$ cat config.mk
export PLATFORM = sky130hd
export DESIGN_NAME = sprite_engine
export DESIGN_NICKNAME = d
export VERILOG_FILES = /design/src/sprite_geom_pkg.sv /design/src/sprite_mem_pkg.sv /design/src/sprite_engine.sv /design/src/sprite_row_painter.sv /design/src/sprite_table_walker.sv
export SDC_FILE = /design/constraint.sdc
export NUM_CORES = 1
export LEC_CHECK = 0
export ABC_AREA = 1
export BUFFER_PORTS_ARGS = -buffer_cell sky130_fd_sc_hd__buf_2
export CORE_MARGIN = 8
export CORE_UTILIZATION = 55
export DETAILED_ROUTE_END_ITERATION = 12
export PLACE_DENSITY = 0.8
export SYNTH_ARGS = -nofsm -noshare
export SYNTH_HDL_FRONTEND = slang
export SYNTH_HIERARCHICAL = 1
export SYNTH_SLANG_ARGS = --single-unit
$ cat constraint.sdc
create_clock -name clk -period 5.75 [get_ports clk]
set_input_delay 0.2875 -clock clk [delete_from_list [all_inputs] [get_ports clk]]
set_output_delay 0.2875 -clock clk [all_outputs]
set_load 0.005 [all_outputs]
$ cat src/sprite_geom_pkg.sv
package sprite_geom_pkg;

	// Entries in the sprite table
	localparam int SPRITE_COUNT = 32;

	// Sprites are square, this many pixels on a side
	localparam int SPRITE_SIZE = 16;

	// Last line buffer column that gets cleared for a new line
	localparam int LINE_MAX = 352;

	// Screen x plus this gives the line buffer column
	localparam int SCAN_OFFSET = 18;

	// Position of a sprite in the table
	typedef logic [4:0] sprite_index_t;

	// Column within one half of the line buffer, also used for hcnt and vcnt
	typedef logic [8:0] pixel_x_t;

	// Active line number in sprite space
	typedef logic [15:0] line_y_t;

endpackage

$ cat src/sprite_mem_pkg.sv
package sprite_mem_pkg;

	// Bytes per sprite table entry
	localparam int ENTRY_BYTES = 4;

	typedef logic [6:0] spriteram_addr_t;
	typedef logic [13:0] sprom_addr_t;
	typedef logic [5:0] palrom_addr_t;

	// Top bit picks the buffer half
	typedef logic [9:0] lb_addr_t;

	// Alpha in bit 15, then 5 bits each of blue, green and red
	typedef logic [15:0] colour_t;

	// Write port of the line buffer
	typedef struct packed {
		lb_addr_t addr;
		colour_t data;
		logic wr;
	} lb_write_t;

	// One command from the table walker to the row painter
	typedef struct packed {
		logic clear;
		logic slot;
		logic [5:0] image;
		logic [3:0] row;
		logic [9:0] x;
	} row_job_t;

endpackage

$ cat src/sprite_engine.sv
`timescale 1ns/1ps

module sprite_engine (
	input  logic                            clk,
	input  logic                            rst_n,
	input  logic                            hsync,
	input  sprite_geom_pkg::pixel_x_t       hcnt,
	input  sprite_geom_pkg::pixel_x_t       vcnt,
	input  logic [7:0]                      spriteram_data,
	input  logic [7:0]                      sprom_data,
	input  sprite_mem_pkg::colour_t         palrom_data,
	input  sprite_mem_pkg::colour_t         lb_rd_data,
	output sprite_mem_pkg::spriteram_addr_t spriteram_addr,
	output sprite_mem_pkg::sprom_addr_t     sprom_addr,
	output sprite_mem_pkg::palrom_addr_t    palrom_addr,
	output sprite_mem_pkg::lb_addr_t        lb_rd_addr,
	output sprite_mem_pkg::lb_write_t       lb_wr,
	output logic                            busy,
	output logic [7:0]                      spr_r,
	output logic [7:0]                      spr_g,
	output logic [7:0]                      spr_b,
	output logic                            spr_a
);

	sprite_mem_pkg::row_job_t job;
	logic job_start;
	logic job_done;

	sprite_table_walker walk0 (
		.clk            (clk),
		.rst_n          (rst_n),
		.hsync          (hsync),
		.hcnt           (hcnt),
		.vcnt           (vcnt),
		.spriteram_data (spriteram_data),
		.job_done       (job_done),
		.spriteram_addr (spriteram_addr),
		.lb_rd_addr     (lb_rd_addr),
		.job            (job),
		.job_start      (job_start),
		.busy           (busy)
	);

	sprite_row_painter paint0 (
		.clk         (clk),
		.rst_n       (rst_n),
		.job         (job),
		.job_start   (job_start),
		.sprom_data  (sprom_data),
		.palrom_data (palrom_data),
		.sprom_addr  (sprom_addr),
		.palrom_addr (palrom_addr),
		.lb_wr       (lb_wr),
		.job_done    (job_done)
	);

	// 5 to 8 bit expansion repeats the top bits so full scale stays full
	assign spr_r = {lb_rd_data[4:0], lb_rd_data[4:2]};
	assign spr_g = {lb_rd_data[9:5], lb_rd_data[9:7]};
	assign spr_b = {lb_rd_data[14:10], lb_rd_data[14:12]};
	assign spr_a = lb_rd_data[15];

endmodule

$ cat src/sprite_row_painter.sv
`timescale 1ns/1ps

module sprite_row_painter (
	input  logic                         clk,
	input  logic                         rst_n,
	input  sprite_mem_pkg::row_job_t     job,
	input  logic                         job_start,
	input  logic [7:0]                   sprom_data,
	input  sprite_mem_pkg::colour_t      palrom_data,
	output sprite_mem_pkg::sprom_addr_t  sprom_addr,
	output sprite_mem_pkg::palrom_addr_t palrom_addr,
	output sprite_mem_pkg::lb_write_t    lb_wr,
	output logic                         job_done
);

	typedef enum logic [2:0] {
		ST_IDLE,
		ST_CLEAR,
		ST_FETCH,
		ST_PALETTE,
		ST_WRITE,
		ST_DONE
	} paint_state_t;

	paint_state_t state;
	// Set while a ROM read is still in flight
	logic rd_wait;
	logic [3:0] pixel;
	logic last_pixel;
	sprite_geom_pkg::pixel_x_t pixel_x;

	assign last_pixel = (pixel == 4'(sprite_geom_pkg::SPRITE_SIZE - 1));
	assign pixel_x = job.x[8:0] + sprite_geom_pkg::pixel_x_t'(pixel);
	assign job_done = (state == ST_DONE);

	always_ff @(posedge clk or negedge rst_n)
	begin
		if (!rst_n)
		begin
			state <= ST_IDLE;
			rd_wait <= 1'b0;
			pixel <= '0;
			sprom_addr <= '0;
			palrom_addr <= '0;
			lb_wr <= '0;
		end
		else
		begin
			case (state)
				ST_IDLE:
				begin
					if (job_start && job.clear)
					begin
						lb_wr.addr <= {job.slot, 9'd0};
						lb_wr.data <= '0;
						lb_wr.wr <= 1'b1;
						state <= ST_CLEAR;
					end
					else if (job_start)
					begin
						// 256 bytes per image, 16 per row
						sprom_addr <= {job.image, job.row, 4'b0000};
						pixel <= '0;
						rd_wait <= 1'b1;
						state <= ST_FETCH;
					end
				end
				ST_CLEAR:
				begin
					if (lb_wr.addr[8:0] < sprite_geom_pkg::pixel_x_t'(sprite_geom_pkg::LINE_MAX))
						lb_wr.addr <= lb_wr.addr + 1'b1;
					else
					begin
						lb_wr.wr <= 1'b0;
						state <= ST_DONE;
					end
				end
				ST_FETCH:
				begin
					if (rd_wait)
						rd_wait <= 1'b0;
					else
					begin
						// Palette entries are two bytes apart
						palrom_addr <= {sprom_data[4:0], 1'b0};
						sprom_addr <= sprom_addr + 1'b1;
						rd_wait <= 1'b1;
						state <= ST_PALETTE;
					end
				end
				ST_PALETTE:
				begin
					if (rd_wait)
						rd_wait <= 1'b0;
					else if (palrom_data[15])
					begin
						lb_wr.addr <= {job.slot, pixel_x};
						lb_wr.data <= palrom_data;
						lb_wr.wr <= 1'b1;
						state <= ST_WRITE;
					end
					else if (last_pixel)
						state <= ST_DONE;
					else
					begin
						pixel <= pixel + 1'b1;
						state <= ST_FETCH;
					end
				end
				ST_WRITE:
				begin
					lb_wr.wr <= 1'b0;
					if (last_pixel)
						state <= ST_DONE;
					else
					begin
						pixel <= pixel + 1'b1;
						state <= ST_FETCH;
					end
				end
				ST_DONE:
					state <= ST_IDLE;
				default:
					state <= ST_IDLE;
			endcase
		end
	end

	a_idle_quiet: assert property (@(posedge clk) disable iff (!rst_n)
		state == ST_IDLE |-> !lb_wr.wr)
		else $error("line buffer written while idle");

	// The walker keeps the job steady, so the slot must match it throughout
	a_write_slot: assert property (@(posedge clk) disable iff (!rst_n)
		lb_wr.wr |-> lb_wr.addr[9] == job.slot)
		else $error("write outside the job slot");

endmodule

$ cat src/sprite_table_walker.sv
`timescale 1ns/1ps

module sprite_table_walker (
	input  logic                            clk,
	input  logic                            rst_n,
	input  logic                            hsync,
	input  sprite_geom_pkg::pixel_x_t       hcnt,
	input  sprite_geom_pkg::pixel_x_t       vcnt,
	input  logic [7:0]                      spriteram_data,
	input  logic                            job_done,
	output sprite_mem_pkg::spriteram_addr_t spriteram_addr,
	output sprite_mem_pkg::lb_addr_t        lb_rd_addr,
	output sprite_mem_pkg::row_job_t        job,
	output logic                            job_start,
	output logic                            busy
);

	typedef enum logic [3:0] {
		ST_IDLE,
		ST_CLEAR,
		ST_READ_Y_UPPER,
		ST_READ_Y_LOWER,
		ST_CHECK_Y,
		ST_READ_X_UPPER,
		ST_READ_X_LOWER,
		ST_DRAW,
		ST_LINE_COMPLETE
	} walk_state_t;

	walk_state_t state;
	logic hsync_q;
	logic rd_slot;
	logic wr_slot;
	// Set while a sprite RAM read is still in flight
	logic rd_wait;
	logic spr_en;
	sprite_geom_pkg::sprite_index_t spr_index;
	sprite_geom_pkg::sprite_index_t next_index;
	sprite_geom_pkg::line_y_t active_y;
	sprite_geom_pkg::line_y_t spr_y;
	sprite_mem_pkg::spriteram_addr_t next_entry_addr;
	logic hit;
	logic last_entry;

	// Enabled sprite whose 16 rows include the coming line
	assign hit = spr_en && (active_y >= spr_y) &&
		(active_y <= spr_y + sprite_geom_pkg::line_y_t'(sprite_geom_pkg::SPRITE_SIZE - 1));
	assign last_entry =
		(spr_index == sprite_geom_pkg::sprite_index_t'(sprite_geom_pkg::SPRITE_COUNT - 1));
	assign next_index = spr_index + sprite_geom_pkg::sprite_index_t'(1);
	assign next_entry_addr =
		sprite_mem_pkg::spriteram_addr_t'(next_index * sprite_mem_pkg::ENTRY_BYTES);

	assign busy = (state != ST_IDLE);

	// Scanout runs two columns ahead to cover the buffer RAM latency
	assign lb_rd_addr = {rd_slot, hcnt + sprite_geom_pkg::pixel_x_t'(sprite_geom_pkg::SPRITE_SIZE)}
		+ sprite_mem_pkg::lb_addr_t'(sprite_geom_pkg::SCAN_OFFSET - sprite_geom_pkg::SPRITE_SIZE);

	always_ff @(posedge clk or negedge rst_n)
	begin
		if (!rst_n)
		begin
			state <= ST_IDLE;
			hsync_q <= 1'b0;
			rd_slot <= 1'b0;
			wr_slot <= 1'b1;
			rd_wait <= 1'b0;
			spr_en <= 1'b0;
			spr_index <= '0;
			active_y <= '0;
			spr_y <= '0;
			spriteram_addr <= '0;
			job <= '0;
			job_start <= 1'b0;
		end
		else
		begin
			hsync_q <= hsync;
			job_start <= 1'b0;
			case (state)
				ST_IDLE:
				begin
					if (hsync && !hsync_q)
					begin
						rd_slot <= ~rd_slot;
						wr_slot <= ~wr_slot;
						// Sprite Y is offset by one sprite height from the beam
						active_y <= sprite_geom_pkg::line_y_t'(vcnt) +
							sprite_geom_pkg::line_y_t'(sprite_geom_pkg::SPRITE_SIZE);
						// Clear the half that becomes the write half
						job.clear <= 1'b1;
						job.slot <= ~wr_slot;
						job_start <= 1'b1;
						state <= ST_CLEAR;
					end
				end
				ST_CLEAR:
				begin
					if (job_done)
					begin
						spr_index <= '0;
						spriteram_addr <= '0;
						rd_wait <= 1'b1;
						state <= ST_READ_Y_UPPER;
					end
				end
				ST_READ_Y_UPPER:
				begin
					if (rd_wait)
						rd_wait <= 1'b0;
					else
					begin
						spr_en <= spriteram_data[7];
						spr_y[15:8] <= {4'b0000, spriteram_data[3:0]};
						spriteram_addr <= spriteram_addr + 1'b1;
						rd_wait <= 1'b1;
						state <= ST_READ_Y_LOWER;
					end
				end
				ST_READ_Y_LOWER:
				begin
					if (rd_wait)
						rd_wait <= 1'b0;
					else
					begin
						spr_y[7:0] <= spriteram_data;
						// Byte 2 is fetched while the check runs
						spriteram_addr <= spriteram_addr + 1'b1;
						state <= ST_CHECK_Y;
					end
				end
				ST_CHECK_Y:
				begin
					if (hit)
						state <= ST_READ_X_UPPER;
					else if (last_entry)
						state <= ST_LINE_COMPLETE;
					else
					begin
						spr_index <= next_index;
						spriteram_addr <= next_entry_addr;
						rd_wait <= 1'b1;
						state <= ST_READ_Y_UPPER;
					end
				end
				ST_READ_X_UPPER:
				begin
					job.image <= spriteram_data[7:2];
					job.x[9:8] <= spriteram_data[1:0];
					spriteram_addr <= spriteram_addr + 1'b1;
					rd_wait <= 1'b1;
					state <= ST_READ_X_LOWER;
				end
				ST_READ_X_LOWER:
				begin
					if (rd_wait)
						rd_wait <= 1'b0;
					else
					begin
						job.x[7:0] <= spriteram_data;
						job.clear <= 1'b0;
						job.slot <= wr_slot;
						job.row <= 4'(active_y - spr_y);
						job_start <= 1'b1;
						state <= ST_DRAW;
					end
				end
				ST_DRAW:
				begin
					if (job_done && last_entry)
						state <= ST_LINE_COMPLETE;
					else if (job_done)
					begin
						spr_index <= next_index;
						spriteram_addr <= next_entry_addr;
						rd_wait <= 1'b1;
						state <= ST_READ_Y_UPPER;
					end
				end
				ST_LINE_COMPLETE:
					state <= ST_IDLE;
				default:
					state <= ST_IDLE;
			endcase
		end
	end

	// The painter always gets the half that is not being scanned
	a_slots_differ: assert property (@(posedge clk) disable iff (!rst_n)
		job_start |-> job.slot != rd_slot)
		else $error("read and write slots collide");

	// No second command until the painter has answered the first
	a_one_job: assert property (@(posedge clk) disable iff (!rst_n)
		(state == ST_CLEAR || state == ST_DRAW) && !job_done |=> !job_start)
		else $error("job issued while painter busy");

endmodule

==> impl_results.md, run 1 <==
- Pwr per Cell Area: 237 nW/um2
- Leakage power: ~0.0047 uW
- CTS tree: yes
- Final Hold Fails: 0
- Cts repair resizes: 0
- Initial DRC count: about 550
- WP buf/inv: 1
- Number of fill cells: about 1200
- P&R area growth vs syn: 14.8%
- Slew HR: 0.408
- Syn Nets: between 1000 and 1500
- Layout cells sized above 1: 0.169
- Slowest stage cell, crit path: dfrtp_1
- Post-Synthesis Cells: 997
- Port bufs: about 110
- Clock Tree Root: clkbuf_16
- Chip Width: 133 um
- Via count: around 6700
- Critical R2R Launch: walk0/spr_y[0]$_DFFE_PN0P_
- Period utilization: 0.489
- Die H: around 130 um
- Pin count of the biggest net entering global routing: 64
- WS Path Type: reg -> reg
- Antenna violations before repair: 0
- Hold endpoint: walk0/active_y[3]$_DFFE_PN0P_
- Tot Pwr: ~2000 uW
- Dpl ws: 3000 ps
- Total grt overflow: 0
- Top Family by Delay on Critical Path: simple AND/OR/NAND/NOR gates
- I/O pin cnt: 159
- Rows: between 40 and 50
- Fin Setup TNS: 0 ps
- NumNets Final: 1192
- Final Skew: around 9.6 ps
- Final antenna diode count: 0
- Routed len/inst: 13.7 um
- Commonest non-fill, non-tap cell in the layout: nand2_1
- Hold Path Origin: vcnt[3]
- Clock tree buffer depth: 2
- Reg2reg setup slack: a little under 3000 ps
- Final ANT Viol Nets: 0
- Commonest non-fill, non-tap cells in the layout: 319 x nand2_1, 118 x dfrtp_1, 110 x buf_2
- Fin util: 0.648
- Period minus WS final: 2810 ps
- Hold Crit Class: in -> reg
- Vias per cell: approximately 5.2
- Slew Limit Fails: 0
- Worst-path clk slew: approximately 50 ps
- CP max FO: 18
- Largest stage delay, worst path: ~400 ps
- Hold Crit Depth: 3
- Avg Synthesized Cell Area: approximately 7.5 um2
- Crit path launch type: register
- Num CTS Buffers: 17
- Outcome: finished clean
- RSZ-0062 raised after global routing: false
- Crit. path cell count: 16
- Global-route wire length before repair: slightly below 30000 um
- Drt total wl: about 18000 um
- CORE AREA: ~13000 um2
- Gpl congestion: approximately 0.92
- H-tree depth: 4
- Mapped Area: roughly 7500 um2
- Setup violators final: 0
- CP Cell Sequence: inv_1 -> ha_1 -> nand3_1 -> nand2_2 -> xor2_1 -> ha_1 -> nand2_1 -> nor2_1 -> nand2_1 -> o21ai_0 -> nor2_1 -> nand3_2 -> nand3_4 -> nand3_2 -> nand2_1 -> nand2_1
- Area occupied by multi-input gates: ~3800 um2
- Worst-Margin Slew: just under 900 ps
- Clock sinks: ~120
- Arr. time, crit path: 3110 ps
- Starting Density: 0.564
- Skew-Pair Late Insertion Delay: 420 ps
- Dpl hpwl: between 10000 and 15000 um
- Maximum clock frequency: 0.356 GHz
- CP Capture Type: register
- All-Layer GR Usage: 0.200
- DRC: 0
- Vias in the first global route: 6435
- Crit Reg-Reg Endpoint: walk0/spriteram_addr[2]$_DFFE_PN0P_
- Register area: around 3000 um2
- Drt pass-1 iters: 5
- Final worst slack: 2940 ps
- VDD IR max: roughly 0.23 mV
- Die area: 17600 um2
- Worst Path Required: 6050 ps
- Ys Warns: 6
- R2R cell count: 16
- Max_cap viols: 0
- Cell mode on critical path: nand2_1
[tightest hold or removal path, cell delays in order]
cell and delay [ps]:
buf_2 80, nand2_1 40, nand2_1 50
[timing repair]
item,in CTS,in global routing
hold endpoints to repair,56,0
setup buffers,0,0
hold buffers,2,0
[cell type report]
cell class / instances / share of cell area
Clock buffer: 24 / 0.0573
Clock inverter: 8 / 0.0139
Inverter: 109 / 0.0477
Multi-Input combinational cell: 725 / 0.440
Sequential cell: 119 / 0.347
Tap cell: 176 / 0.0257
Timing Repair Buffer: 114 / 0.0683
[power breakdown]
group / total [uW] / switching, uW / internal (uW) / leakage, uW
Combinational: 86.5 / 50.6 / 35.8 / 0.00299
Clock: 1090 / 367 / 725 / 0.000304
Sequential: 851 / 5.21 / 846 / 0.00144
[sequential cells by signal, indices dropped and copies added, names as in the netlist]
name                  count
walk0/job_start           1
paint0/palrom_addr        5
paint0/pixel              4
walk0/job                21
paint0/lb_wr             27
walk0/wr_slot             1
paint0/state              3
walk0/active_y           10
walk0/spr_index           5
paint0/sprom_addr        14
walk0/spriteram_addr      7
walk0/spr_en              1
walk0/spr_y              12
walk0/hsync_q             1
walk0/rd_wait             1
paint0/rd_wait            1
walk0/rd_slot             1
walk0/state               4
[metal layers]
metal  up-vias  GRT usage  wire, um
met5         -          0         0
met4         0     0.0700       276
met3        19     0.0503       866
met2       177      0.340      8550
met1      3103      0.242      7840
li1       3393          -         -
[worst max path at each step]
stage / from / end / slack [ps]
floorplan: walk0/spr_y[1]$_DFFE_PN0P_ / walk0/spriteram_addr[2]$_DFFE_PN0P_ / 3470
global placement: walk0/spr_y[0]$_DFFE_PN0P_ / walk0/spriteram_addr[6]$_DFFE_PN0P_ / 3030
detailed placement: walk0/spr_y[0]$_DFFE_PN0P_ / walk0/spriteram_addr[5]$_DFFE_PN0P_ / 3000
CTS: walk0/spr_y[0]$_DFFE_PN0P_ / walk0/spriteram_addr[5]$_DFFE_PN0P_ / 2950
global route: walk0/spr_y[0]$_DFFE_PN0P_ / walk0/spriteram_addr[6]$_DFFE_PN0P_ / 2660
finish: walk0/spr_y[0]$_DFFE_PN0P_ / walk0/spriteram_addr[2]$_DFFE_PN0P_ / 2940
[stage by stage]
step	std cells	hold slack, ps	cell area, um2
2_1_floorplan	997	-8.09	7470
3_3_place_gp	1241	395	7950
3_5_place_dp	1241	399	7950
4_1_cts	1275	51.4	8580
5_1_grt	1275	62.6	8580
6_report	1275	69.2	8580
Note: power is estimated with default switching activity, not from simulation.
==> inputs of run 2 (changes only) <==
- CORE_UTILIZATION: 55 -> 50
- PLACE_DENSITY: 0.8 -> 0.77
- clock period: 5.75 -> 2.3 ns (I/O delays scaled with it)
==> impl_results.md, run 2 (same netlist as run 1, synthesis figures left out) <==
- Outcome: finished, violations left
- Failing checks: negative setup slack
- Gpl congestion: just over 0.9
- Vias in the first global route: approximately 6700
- Layout cells sized above 1: 0.218
- Die area: about 19000 um2
- Top reg by flops: paint0/lb_wr
- CP Cell Sequence: buf_4 -> nand2_1 -> nor2_2 -> nand2_2 -> xor2_1 -> ha_1 -> nand3_2 -> nor2_2 -> nand2_1 -> o21ai_2 -> nor2_2 -> nand3_4 -> nand3_4 -> nand3_4 -> nand2_1 -> nand2_1
- Total grt overflow: 0
- Arr. time, crit path: about 2800 ps
- CP Capture Type: register
- Dpl ws: -312 ps
- P&R area growth vs syn: 25.9%
- CTS tree: yes
- Sw Share: 0.207
- VDD IR max: between 0.5 and 0.6 mV
- Worst Path Required: about 2600 ps
- Final antenna diode count: 0
- Global-route wire length before repair: 31700 um
- I/O pin cnt: 159
- Die H: roughly 140 um
- Crit path launch type: register
- Pwr per Cell Area: ~580 nW/um2
- Port bufs: around 110
- DRC: 0
- Combinational Power Share: 0.049
- Setup violators final: 16
- Antenna violations before repair: 0
- Slew HR: 0.607
- Worst-Margin Slew: 590 ps
- Final Hold Fails: 0
- NumNets Final: 1256
- Rows: between 40 and 50
- Routed len/inst: roughly 14 um
- Max_cap viols: 0
- Period minus WS final: roughly 2400 ps
- Slowest stage cell, crit path: dfrtp_1
- Tot Pwr: 5460 uW
- Cell mode on critical path: nand2_1
- Starting Density: 0.512
- Final worst slack: -149 ps
- Slew Limit Fails: 0
- Final ANT Viol Nets: 0
- Maximum clock frequency: roughly 0.41 GHz
- Initial DRC count: 492
- Pin count of the biggest net entering global routing: 52
- P_int: 4330 uW
- Worst-path clk slew: around 50 ps
- H-tree depth: 4
- Largest stage delay, worst path: between 300 and 400 ps
- Clock Tree Root: clkbuf_16
- Commonest non-fill, non-tap cell in the layout: nand2_1
- Via count: 7108
- Hold Crit Class: in -> reg
- CORE AREA: 14600 um2
- Num CTS Buffers: 17
- Clock tree buffer depth: 2
- Biggest regs: paint0/lb_wr (27), walk0/job (21), paint0/sprom_addr (14)
- Clock sinks: about 120
- Final Skew: ~9.5 ps
- Vias per cell: 5.28
- Max FFs per register: 27
- WS Path Type: reg -> reg
- Leakage power: 0.00508 uW
- Clock group share of total power: 0.561
- Chip Width: roughly 140 um
- CP max FO: 7
- Period utilization: 1.06
- Reg2reg setup slack: -150 ps
- Drt total wl: 19200 um
- Dpl hpwl: between 10000 and 15000 um
- All-Layer GR Usage: 0.198
- Skew-Pair Late Insertion Delay: roughly 420 ps
- Drt pass-1 iters: 6
- Commonest non-fill, non-tap cells in the layout: 312 x nand2_1, 118 x dfrtp_1, 110 x buf_2
- NetSw: 1130 uW
- Sequential power share: 0.390
- RSZ-0062 raised after global routing: true
==> run 2: changes by cell type in the layout (fill, tap and decap cells not counted), moves of 5 or more <==
cell,change
nand2_1,-7
nand3_1,-6
nand2_2,+7
nand3_4,+5
dlygate4sd3_1,+26
buf_4,+33
==> run 2: repair_timing <==
action / in CTS / in global routing
hold endpoints to repair: 71 / 0
hold buffers: 28 / 0
setup buffers: 6 / 1
pin swaps: 12 / 16
gates cloned: 1 / 0
endpoints found under the setup margin: 17 / 17
resized for setup: 12 / 27
==> run 2: per-stage QoR <==
step           TNS, ps  hold WS [ps]  cell area, um2  instances   util
2_1_floorplan        0          -181            7470        997      -
3_3_place_gp     -2890           157            8210       1281  0.563
3_5_place_dp     -3930           154            8210       1281  0.563
4_1_cts          -2690          8.69            9290       1348  0.637
5_1_grt          -4350          24.5            9410       1347  0.645
6_report         -1870          7.18            9410       1347  0.645
==> run 2: per-layer routing <==
metal  vias to the layer above  wire length (um)  track usage  part of all wire
met1                      3327              8660        0.246              0.45
met5                         -                 0            0                 0
met3                        31               999       0.0514             0.052
li1                       3527                 -            -                 -
met4                         0               381       0.0755             0.020
met2                       223              9140        0.322              0.48
==> run 2: final cells by class <==
class,count,area (um2)
Timing Repair Buffer,177,1160
Sequential cell,119,2980
Fill cell,1229,5180
Tap cell,184,230
Clock inverter,11,219
Multi-Input combinational cell,726,3950
Inverter,109,409
Clock buffer,21,460
==> run 2: path summary, 6_finish.rpt <==
check,from,endpoint,depth (start not counted)
setup reg to reg,walk0/spr_y[5]$_DFFE_PN0P_,walk0/spriteram_addr[5]$_DFFE_PN0P_,16
min in group asynchronous,rst_n,paint0/sprom_addr[10]$_DFFE_PN0P_,2
hold reg to reg,paint0/lb_wr[6]$_DFFE_PN0P_,paint0/lb_wr[6]$_DFFE_PN0P_,2
hold / removal,spriteram_data[6],walk0/job[6]$_DFFE_PN0P_,3
setup / recovery,walk0/spr_y[5]$_DFFE_PN0P_,walk0/spriteram_addr[5]$_DFFE_PN0P_,16
max in group asynchronous,rst_n,walk0/job[13]$_DFFE_PN0P_,3
==> run 2: power groups by stage <==
| stage | Clock [uW] | Combinational [uW] | Sequential, uW |
|---|---|---|---|
| after floorplan | 0 | 127 | 2160 |
| after global placement | 0 | 223 | 2160 |
| after detailed placement | 0 | 228 | 2160 |
| after CTS | 3110 | 266 | 2130 |
| after global routing | 3180 | 307 | 2130 |
| final | 3060 | 269 | 2130 |
==> run 2: critical path, delay by kind of cell (launching register included) <==
kind / cells / cell delay (ps)
AOI/OAI and AO/OA: 1 / 60
xor gates and xnor gates: 1 / 160
adders and majority gates: 1 / 320
buffers and inverters: 1 / 150
DFF: 1 / 350
and+or+nand+nor: 12 / 1270
